[config.mk]
export PLATFORM = sky130hd
export DESIGN_NAME = tnn_classifier_top
export DESIGN_NICKNAME = d
export VERILOG_FILES = /design/src/rtl/tnn_pkg.sv /design/src/rtl/tnn_ctrl.sv /design/src/rtl/tnn_hidden_layer.sv /design/src/rtl/tnn_output_layer.sv /design/src/rtl/tnn_argmax.sv /design/src/rtl/tnn_classifier_top.sv
export VERILOG_INCLUDE_DIRS = /design/src /design/src/include
export SDC_FILE = /design/constraint.sdc
export NUM_CORES = 1
export LEC_CHECK = 0
export ABC_AREA = 1
export BUFFER_PORTS_ARGS = -buffer_cell sky130_fd_sc_hd__buf_2
export CORE_MARGIN = 2
export CORE_UTILIZATION = 35
export CTS_BUF_LIST = sky130_fd_sc_hd__clkbuf_4 sky130_fd_sc_hd__clkbuf_8
export CTS_CLUSTER_DIAMETER = 40
export DETAILED_ROUTE_END_ITERATION = 8
export PLACE_DENSITY = 0.61
export SYNTH_ARGS = -nofsm -noshare
export SYNTH_HDL_FRONTEND = slang
export SYNTH_HIERARCHICAL = 1
export SYNTH_SLANG_ARGS = --single-unit
[constraint.sdc]
create_clock -name clk -period 8.08 [get_ports clk]
set_input_delay 0.404 -clock clk [delete_from_list [all_inputs] [get_ports clk]]
set_output_delay 0.404 -clock clk [all_outputs]
set_load 0.02 [all_outputs]
[src/include/tnn_config.svh]
`ifndef TNN_CONFIG_SVH
`define TNN_CONFIG_SVH

// **************************************************
// network shape
// **************************************************

`define TNN_FEAT_CNT    11  // input features per sample.
`define TNN_FEAT_BITS   4   // unsigned bits per feature.
`define TNN_HIDDEN_CNT  40
`define TNN_CLASS_CNT   6

// **************************************************
// datapath widths
// **************************************************

// 11 features of at most 15 each, so sums stay within +/-165.
`define TNN_ACC_BITS    9
// two times popcount plus bias peaks at 36.
`define TNN_SCORE_BITS  7
`define TNN_COUNT_BITS  16

// input register, hidden, scores, argmax.
`define TNN_STAGES      4

`endif

[src/rtl/tnn_pkg.sv]
`include "tnn_config.svh"

package tnn_pkg;

    // **************************************************
    // datapath types
    // **************************************************

    typedef logic [`TNN_FEAT_BITS-1:0] feature_t;
    typedef feature_t [`TNN_FEAT_CNT-1:0] feature_vec_t;  // feature 0 in the low bits.

    typedef logic [`TNN_HIDDEN_CNT-1:0] hidden_vec_t;

    typedef logic [`TNN_SCORE_BITS-1:0] score_t;
    typedef score_t [`TNN_CLASS_CNT-1:0] score_vec_t;     // class 0 in the low bits.

    typedef logic [$clog2(`TNN_CLASS_CNT)-1:0] class_t;
    typedef logic [`TNN_COUNT_BITS-1:0] count_t;

    // register enables, one per pipeline stage.
    typedef struct packed {
        logic feat_en;
        logic hidden_en;
        logic score_en;
        logic class_en;
    } stage_en_t;

    // **************************************************
    // hidden layer weights
    // **************************************************

    // row per neuron, column per feature, feature 0 first.
    localparam int HIDDEN_W [`TNN_HIDDEN_CNT][`TNN_FEAT_CNT] = '{
        '{-1, -1,  1, -1, -1,  1, -1, -1,  0,  1,  0},  // neuron 0.
        '{-1,  0,  0, -1,  0, -1,  1,  0,  1,  0, -1},
        '{ 0, -1,  0,  0, -1, -1,  0,  0,  0, -1,  0},
        '{ 0,  0,  0,  0,  1, -1,  1,  0,  1,  0, -1},
        '{ 0,  1,  1,  0,  1, -1,  0, -1, -1, -1, -1},
        '{-1,  1,  1,  0,  0,  1,  1, -1, -1,  1,  0},
        '{ 0, -1,  0, -1,  0,  0, -1,  0,  0, -1,  0},
        '{-1,  0,  1,  0, -1, -1, -1,  1,  0,  0,  1},
        '{-1,  1,  1,  1,  1,  0,  1,  0,  0, -1, -1},
        '{ 1,  1,  1,  1,  0, -1,  0,  0,  0,  0,  1},
        '{ 0, -1, -1,  0,  0,  0, -1, -1,  0,  1,  0},  // neuron 10.
        '{ 0, -1, -1,  0,  0, -1, -1, -1,  0,  0,  1},
        '{ 0,  1, -1,  0,  0, -1,  0, -1,  0, -1,  1},
        '{ 1, -1,  1,  0,  0,  1,  1,  0,  1, -1,  1},
        '{ 0,  1,  1,  1, -1,  1,  1,  1,  0,  0,  0},
        '{ 0,  1,  0,  0,  0,  0,  1,  0, -1, -1,  0},
        '{ 0, -1, -1, -1,  0, -1,  0,  1, -1,  0,  1},
        '{ 1,  0,  1,  0, -1, -1,  1,  0,  0,  1, -1},
        '{ 0,  0,  1,  0, -1,  1,  1,  1,  1,  0,  1},
        '{-1,  0,  0,  0,  0,  1, -1,  1, -1, -1,  1},
        '{-1,  0, -1,  0,  0,  0,  0,  1,  0,  1,  0},  // neuron 20.
        '{-1,  0,  0,  1, -1,  1,  0,  0, -1, -1, -1},
        '{ 1, -1,  0,  0,  1,  0,  1,  0,  0,  1,  1},
        '{ 1, -1,  1, -1, -1,  1, -1,  0,  1,  0,  0},
        '{ 0,  0,  1, -1,  1,  1,  0,  1, -1, -1, -1},
        '{ 0, -1,  0,  1,  0,  1, -1,  0, -1,  0,  1},
        '{ 1, -1,  1,  1, -1,  1,  0, -1,  1, -1, -1},
        '{ 1,  0, -1,  0,  1,  0, -1,  0,  0,  0,  1},
        '{ 0,  1,  1,  0,  0,  0, -1,  1,  0, -1,  0},
        '{ 1,  1, -1,  0,  1,  0,  1,  0,  0, -1,  0},
        '{ 1,  0,  1,  0,  0, -1, -1, -1,  1, -1,  1},  // neuron 30.
        '{ 0, -1,  0,  1,  0,  0,  0,  1,  0, -1, -1},
        '{ 1, -1,  1,  1,  0,  1,  0, -1,  1,  0,  1},
        '{-1,  0, -1, -1, -1,  0,  1,  0,  0,  1,  1},
        '{ 1,  0, -1,  0,  0,  0,  1,  0, -1, -1, -1},
        '{ 1,  0, -1, -1,  0,  1, -1, -1, -1,  1,  0},
        '{ 1, -1,  0,  1,  1, -1,  0, -1,  0,  0,  0},
        '{ 0, -1,  0,  0, -1,  0,  0,  0,  0,  0,  0},
        '{ 1,  1,  0,  1,  1,  0,  1,  1, -1,  0,  0},
        '{ 0,  0, -1,  0,  0,  1,  1,  1, -1, -1, -1}
    };

    // **************************************************
    // output layer connections
    // **************************************************

    // hidden bits a class counts when set.
    localparam hidden_vec_t OUT_POS [`TNN_CLASS_CNT] = '{
        40'h80_5040_0014,
        40'h08_2000_2E00,
        40'h02_0000_6110,
        40'h03_0080_0040,
        40'h33_0040_4884,
        40'h2A_4200_2040
    };

    // hidden bits a class counts when clear.
    localparam hidden_vec_t OUT_NEG [`TNN_CLASS_CNT] = '{
        40'h00_2486_1009,
        40'h00_1000_0020,
        40'h08_0200_1203,
        40'h84_0000_1002,
        40'h00_A210_900B,
        40'h00_0000_5111
    };

    localparam score_t OUT_BIAS [`TNN_CLASS_CNT] = '{
        7'd4, 7'd10, 7'd7, 7'd10, 7'd0, 7'd6
    };

endpackage

[src/rtl/tnn_ctrl.sv]
`timescale 1ns/1ps
`include "tnn_config.svh"

module tnn_ctrl (
    input  logic                clk,
    input  logic                arst_n,
    input  logic                in_valid,
    output tnn_pkg::stage_en_t  stage_en,
    output logic                out_valid,
    output tnn_pkg::count_t     result_count
);

    logic [`TNN_STAGES-1:0] valid_pipe;  // bit i set once stage i holds an item.

    // **************************************************
    // valid pipeline
    // **************************************************

    always_ff @(posedge clk or negedge arst_n) begin
        if (!arst_n) begin
            valid_pipe <= '0;
        end else begin
            valid_pipe <= {valid_pipe[`TNN_STAGES-2:0], in_valid};
        end
    end

    // each register loads on the valid of the stage before it.
    assign stage_en.feat_en   = in_valid;
    assign stage_en.hidden_en = valid_pipe[0];
    assign stage_en.score_en  = valid_pipe[1];
    assign stage_en.class_en  = valid_pipe[2];

    assign out_valid = valid_pipe[`TNN_STAGES-1];

    // counts on the edge that raises out_valid, wraps at max.
    always_ff @(posedge clk or negedge arst_n) begin
        if (!arst_n) begin
            result_count <= '0;
        end else if (valid_pipe[`TNN_STAGES-2]) begin
            result_count <= result_count + 1'b1;
        end
    end

endmodule

[src/rtl/tnn_hidden_layer.sv]
`timescale 1ns/1ps
`include "tnn_config.svh"

module tnn_hidden_layer (
    input  logic                  clk,
    input  logic                  arst_n,
    input  logic                  en,
    input  tnn_pkg::feature_vec_t features,
    output tnn_pkg::hidden_vec_t  hidden
);

    typedef logic signed [`TNN_ACC_BITS-1:0] acc_t;

    tnn_pkg::hidden_vec_t hidden_nxt;

    // **************************************************
    // ternary neurons
    // **************************************************

    for (genvar n = 0; n < `TNN_HIDDEN_CNT; n++) begin : g_neuron
        acc_t acc;

        always_comb begin
            acc = '0;
            for (int f = 0; f < `TNN_FEAT_CNT; f++) begin
                if (tnn_pkg::HIDDEN_W[n][f] > 0) begin
                    acc = acc + acc_t'(features[f]);
                end else if (tnn_pkg::HIDDEN_W[n][f] < 0) begin
                    acc = acc - acc_t'(features[f]);
                end
            end
        end

        assign hidden_nxt[n] = (acc >= 0);  // sign threshold.
    end

    always_ff @(posedge clk or negedge arst_n) begin
        if (!arst_n) begin
            hidden <= '0;
        end else if (en) begin
            hidden <= hidden_nxt;
        end
    end

endmodule

[src/rtl/tnn_output_layer.sv]
`timescale 1ns/1ps
`include "tnn_config.svh"

module tnn_output_layer (
    input  logic                 clk,
    input  logic                 arst_n,
    input  logic                 en,
    input  tnn_pkg::hidden_vec_t hidden,
    output tnn_pkg::score_vec_t  scores
);

    tnn_pkg::score_vec_t scores_nxt;

    // **************************************************
    // class scoring
    // **************************************************

    for (genvar c = 0; c < `TNN_CLASS_CNT; c++) begin : g_class
        tnn_pkg::hidden_vec_t match;
        logic [`TNN_SCORE_BITS-2:0] ones;

        // pos and neg masks never overlap.
        assign match = (hidden & tnn_pkg::OUT_POS[c]) | (~hidden & tnn_pkg::OUT_NEG[c]);
        assign ones  = (`TNN_SCORE_BITS-1)'($countones(match));

        assign scores_nxt[c] = {ones, 1'b0} + tnn_pkg::OUT_BIAS[c];  // 2*count + bias.
    end

    always_ff @(posedge clk or negedge arst_n) begin
        if (!arst_n) begin
            scores <= '0;
        end else if (en) begin
            scores <= scores_nxt;
        end
    end

endmodule

[src/rtl/tnn_argmax.sv]
`timescale 1ns/1ps
`include "tnn_config.svh"

module tnn_argmax (
    input  logic                clk,
    input  logic                arst_n,
    input  logic                en,
    input  tnn_pkg::score_vec_t scores,
    output tnn_pkg::class_t     prediction
);

    tnn_pkg::score_t best;
    tnn_pkg::class_t best_idx;

    // strict compare, so the first maximum stays.
    always_comb begin
        best     = scores[0];
        best_idx = '0;
        for (int c = 1; c < `TNN_CLASS_CNT; c++) begin
            if (scores[c] > best) begin
                best     = scores[c];
                best_idx = tnn_pkg::class_t'(c);
            end
        end
    end

    always_ff @(posedge clk or negedge arst_n) begin
        if (!arst_n) begin
            prediction <= '0;
        end else if (en) begin
            prediction <= best_idx;
        end
    end

endmodule

[src/rtl/tnn_classifier_top.sv]
`timescale 1ns/1ps

module tnn_classifier_top (
    input  logic                  clk,
    input  logic                  arst_n,
    input  logic                  in_valid,
    input  tnn_pkg::feature_vec_t features,
    output logic                  out_valid,
    output tnn_pkg::class_t       prediction,
    output tnn_pkg::count_t       result_count
);

    tnn_pkg::stage_en_t    stage_en;
    tnn_pkg::feature_vec_t feat_q;
    tnn_pkg::hidden_vec_t  hidden;
    tnn_pkg::score_vec_t   scores;

    tnn_ctrl u_ctrl (
        .clk          (clk),
        .arst_n       (arst_n),
        .in_valid     (in_valid),
        .stage_en     (stage_en),
        .out_valid    (out_valid),
        .result_count (result_count)
    );

    // input register.
    always_ff @(posedge clk or negedge arst_n) begin
        if (!arst_n) begin
            feat_q <= '0;
        end else if (stage_en.feat_en) begin
            feat_q <= features;
        end
    end

    // **************************************************
    // datapath stages
    // **************************************************

    tnn_hidden_layer u_hidden (
        .clk      (clk),
        .arst_n   (arst_n),
        .en       (stage_en.hidden_en),
        .features (feat_q),
        .hidden   (hidden)
    );

    tnn_output_layer u_output (
        .clk    (clk),
        .arst_n (arst_n),
        .en     (stage_en.score_en),
        .hidden (hidden),
        .scores (scores)
    );

    tnn_argmax u_argmax (
        .clk        (clk),
        .arst_n     (arst_n),
        .en         (stage_en.class_en),
        .scores     (scores),
        .prediction (prediction)
    );

endmodule

==> impl_metrics.csv <==
group,metric,value,unit
sta,finalSetupTns,0,ps
worst_setup_path,crit_path_end_kind,"flop",
hold_path,min_path_cells,3,
pwr,switching_share,0.561,
route,avgViaCountPerCell,4.80,
hold_path,hp-class,"input port to flop",
clocking,htreeDepth,4,
floorplanning,io_pins,67,
flow_run,drv_cap,0,
worst_setup_path,slowest_stage,"dfrtp_1",
floorplanning,die_w,283,um
pwr,p_int,6.07,mW
floorplanning,start_util,0.352,
sta,period_needed,6740,ps
worst_setup_path,cp.arrival,7190,ps
cells_and_area,area_growth,8.35,%
cells_and_area,final_cell_mix,"inv_1, ha_1, nand2_1, fa_1, a21oi_1",
route,drc,0,
placement,place_ws,1400,ps
worst_setup_path,crit_path_frequent_cell,"nand2_1",
cells_and_area,multi_input_area,20600,um2
placement,io_buffers,66,
global_routing,grt_pass1_wl,124,mm
worst_setup_path,critPathMaxFanout,14,
clocking,clk_latency,530,ps
route,ant_nets,0,
route,wirelength,81.2,mm
sta,final_hold_viol_count,0,
sta,fin_ws,1340,ps
floorplanning,fp.coreArea,77200,um2
floorplanning,rows,102,
global_routing,grt_max_degree,63,
sta,finalCritPeriodShare,0.834,
worst_setup_path,required,8540,ps
worst_setup_path,worst_r2r_path_depth,42,
floorplanning,dieArea,80000,um2
clocking,cts_tree,"yes",
pwr,p_clk_frac,0.049,
placement,routabilityCongestion,0.972,
clocking,cts_buffers,17,
cells_and_area,regArea,3350,um2
global_routing,grt-ovfl-total,0,
placement,hpwl,64.5,mm
pwr,ir_drop,390,uV
pwr,power_density,468,nW/um2
pwr,total_power,13.8,mW
global_routing,grt_pass1_vias,20545,
sta,hold_ws,65.1,ps
sta,max_freq,148,MHz
route,drt-initial-drc-count,1517,
sta,tightest_slew,1120,ps
route,wl_per_cell,19.3,um
worst_setup_path,path_class,"flop to flop",
pwr,leakagePower,15.9,nW
clocking,cts_buffer_depth,2,
route,vias,20173,
worst_setup_path,critPathMaxStageDelay,410,ps
cells_and_area,nFillCells,7840,
worst_setup_path,start_kind,"flop",
clocking,cts_num_sinks,134,
sta,final_max_slew_viol_count,0,
global_routing,track_usage,0.212,
clocking,cts-root-buf,"clkbuf_8",
yosys,avgSynthCellArea,8.98,um2
floorplanning,die_h,283,um
sta,clock_skew,21.8,ps
cells_and_area,nets,4093,
sta,rsz0062_at_grt,"no",
cells_and_area,layout-drive-gt1-share,0.0757,
pwr,power_frac_seq,0.085,
yosys,syn_area,27200,um2
sta,slew_headroom,0.256,
global_routing,antenna_found_initial,1,
cells_and_area,mostFrequentLayoutCell,"inv_1",
pwr,power_switching,7.74,mW
clocking,clkTransAtPathRegs,110,ps
route,firstDrtPassIters,5,
yosys,netlist_instances,3030,
run_status,status,"finished clean",
pwr,comb_power_share,0.867,
yosys,synth_warnings,6,
sta,finalSetupViolCount,0,
-- power groups by stage --
stage / logic [mW] / clock network (mW) / registers [mW]
after floorplan: 8.86 / 0 / 1.14
after global placement: 11.6 / 0 / 1.18
after detailed placement: 11.9 / 0 / 1.18
after CTS: 12.0 / 0.694 / 1.17
after global routing: 14.0 / 0.713 / 1.20
final: 12.0 / 0.672 / 1.17
-- repair_timing --
action / CTS / global route
hold buffers: 1 / 0
hold endpoints to repair: 33 / 0
buffers inserted: 0 / 0
resized for setup: 0 / 0
-- flip-flops by register name, indices dropped and copies added, names as in the netlist --
name / flops
u_ctrl/valid_pipe: 4
u_output/scores: 33
u_argmax/prediction: 3
u_hidden/hidden: 34
feat_q: 44
u_ctrl/result_count: 16
-- worst paths after layout --
kind | startpoint | end | slack (ps)
setup / recovery | u_output/scores[9] | u_argmax/prediction[1] | 1340
hold / removal | features[2] | feat_q[2] | 70
setup reg to reg | u_output/scores[9] | u_argmax/prediction[1] | 1340
hold reg to reg | u_output/scores[14] | u_output/scores[14] | 470
max in group asynchronous | arst_n | u_output/scores[8] | 6020
min in group asynchronous | arst_n | feat_q[14] | 350
-- metal layers --
metal	vias to the layer above	track usage	wire length [um]
met5	-	0	0
met4	0	0.110	4620
met3	155	0.0400	5770
met2	608	0.331	35800
met1	9960	0.281	35000
li1	9450	-	-
-- critical path, delay by kind of cell, from the launching register on --
kind                       cells  cell delay (ps)
DFF                            1              410
and+or+nand+nor               24             2740
adders and majority gates      5             1590
AOI/OAI and AO/OA             10             1670
buffers and inverters          3              250
-- area by class of cell --
type,instances,area share
antenna,1,0.0000849
clock buffer,17,0.00794
clock inverter,15,0.00692
inverter,784,0.100
multi-input combinational,2080,0.700
sequential,134,0.114
tap,1040,0.0441
timing repair buffer,128,0.0273
-- per-stage QoR --
| stage | cells | utilization | cell area [um2] |
|---|---|---|---|
| floorplan | 3038 | - | 27200 |
| CTS | 4198 | 0.382 | 29500 |
| finish | 4199 | 0.382 | 29500 |
| global route | 4199 | 0.382 | 29500 |
| detailed placement | 4165 | 0.376 | 29000 |
| global placement | 4165 | 0.376 | 29000 |
Power figures use the tool's default switching activity.
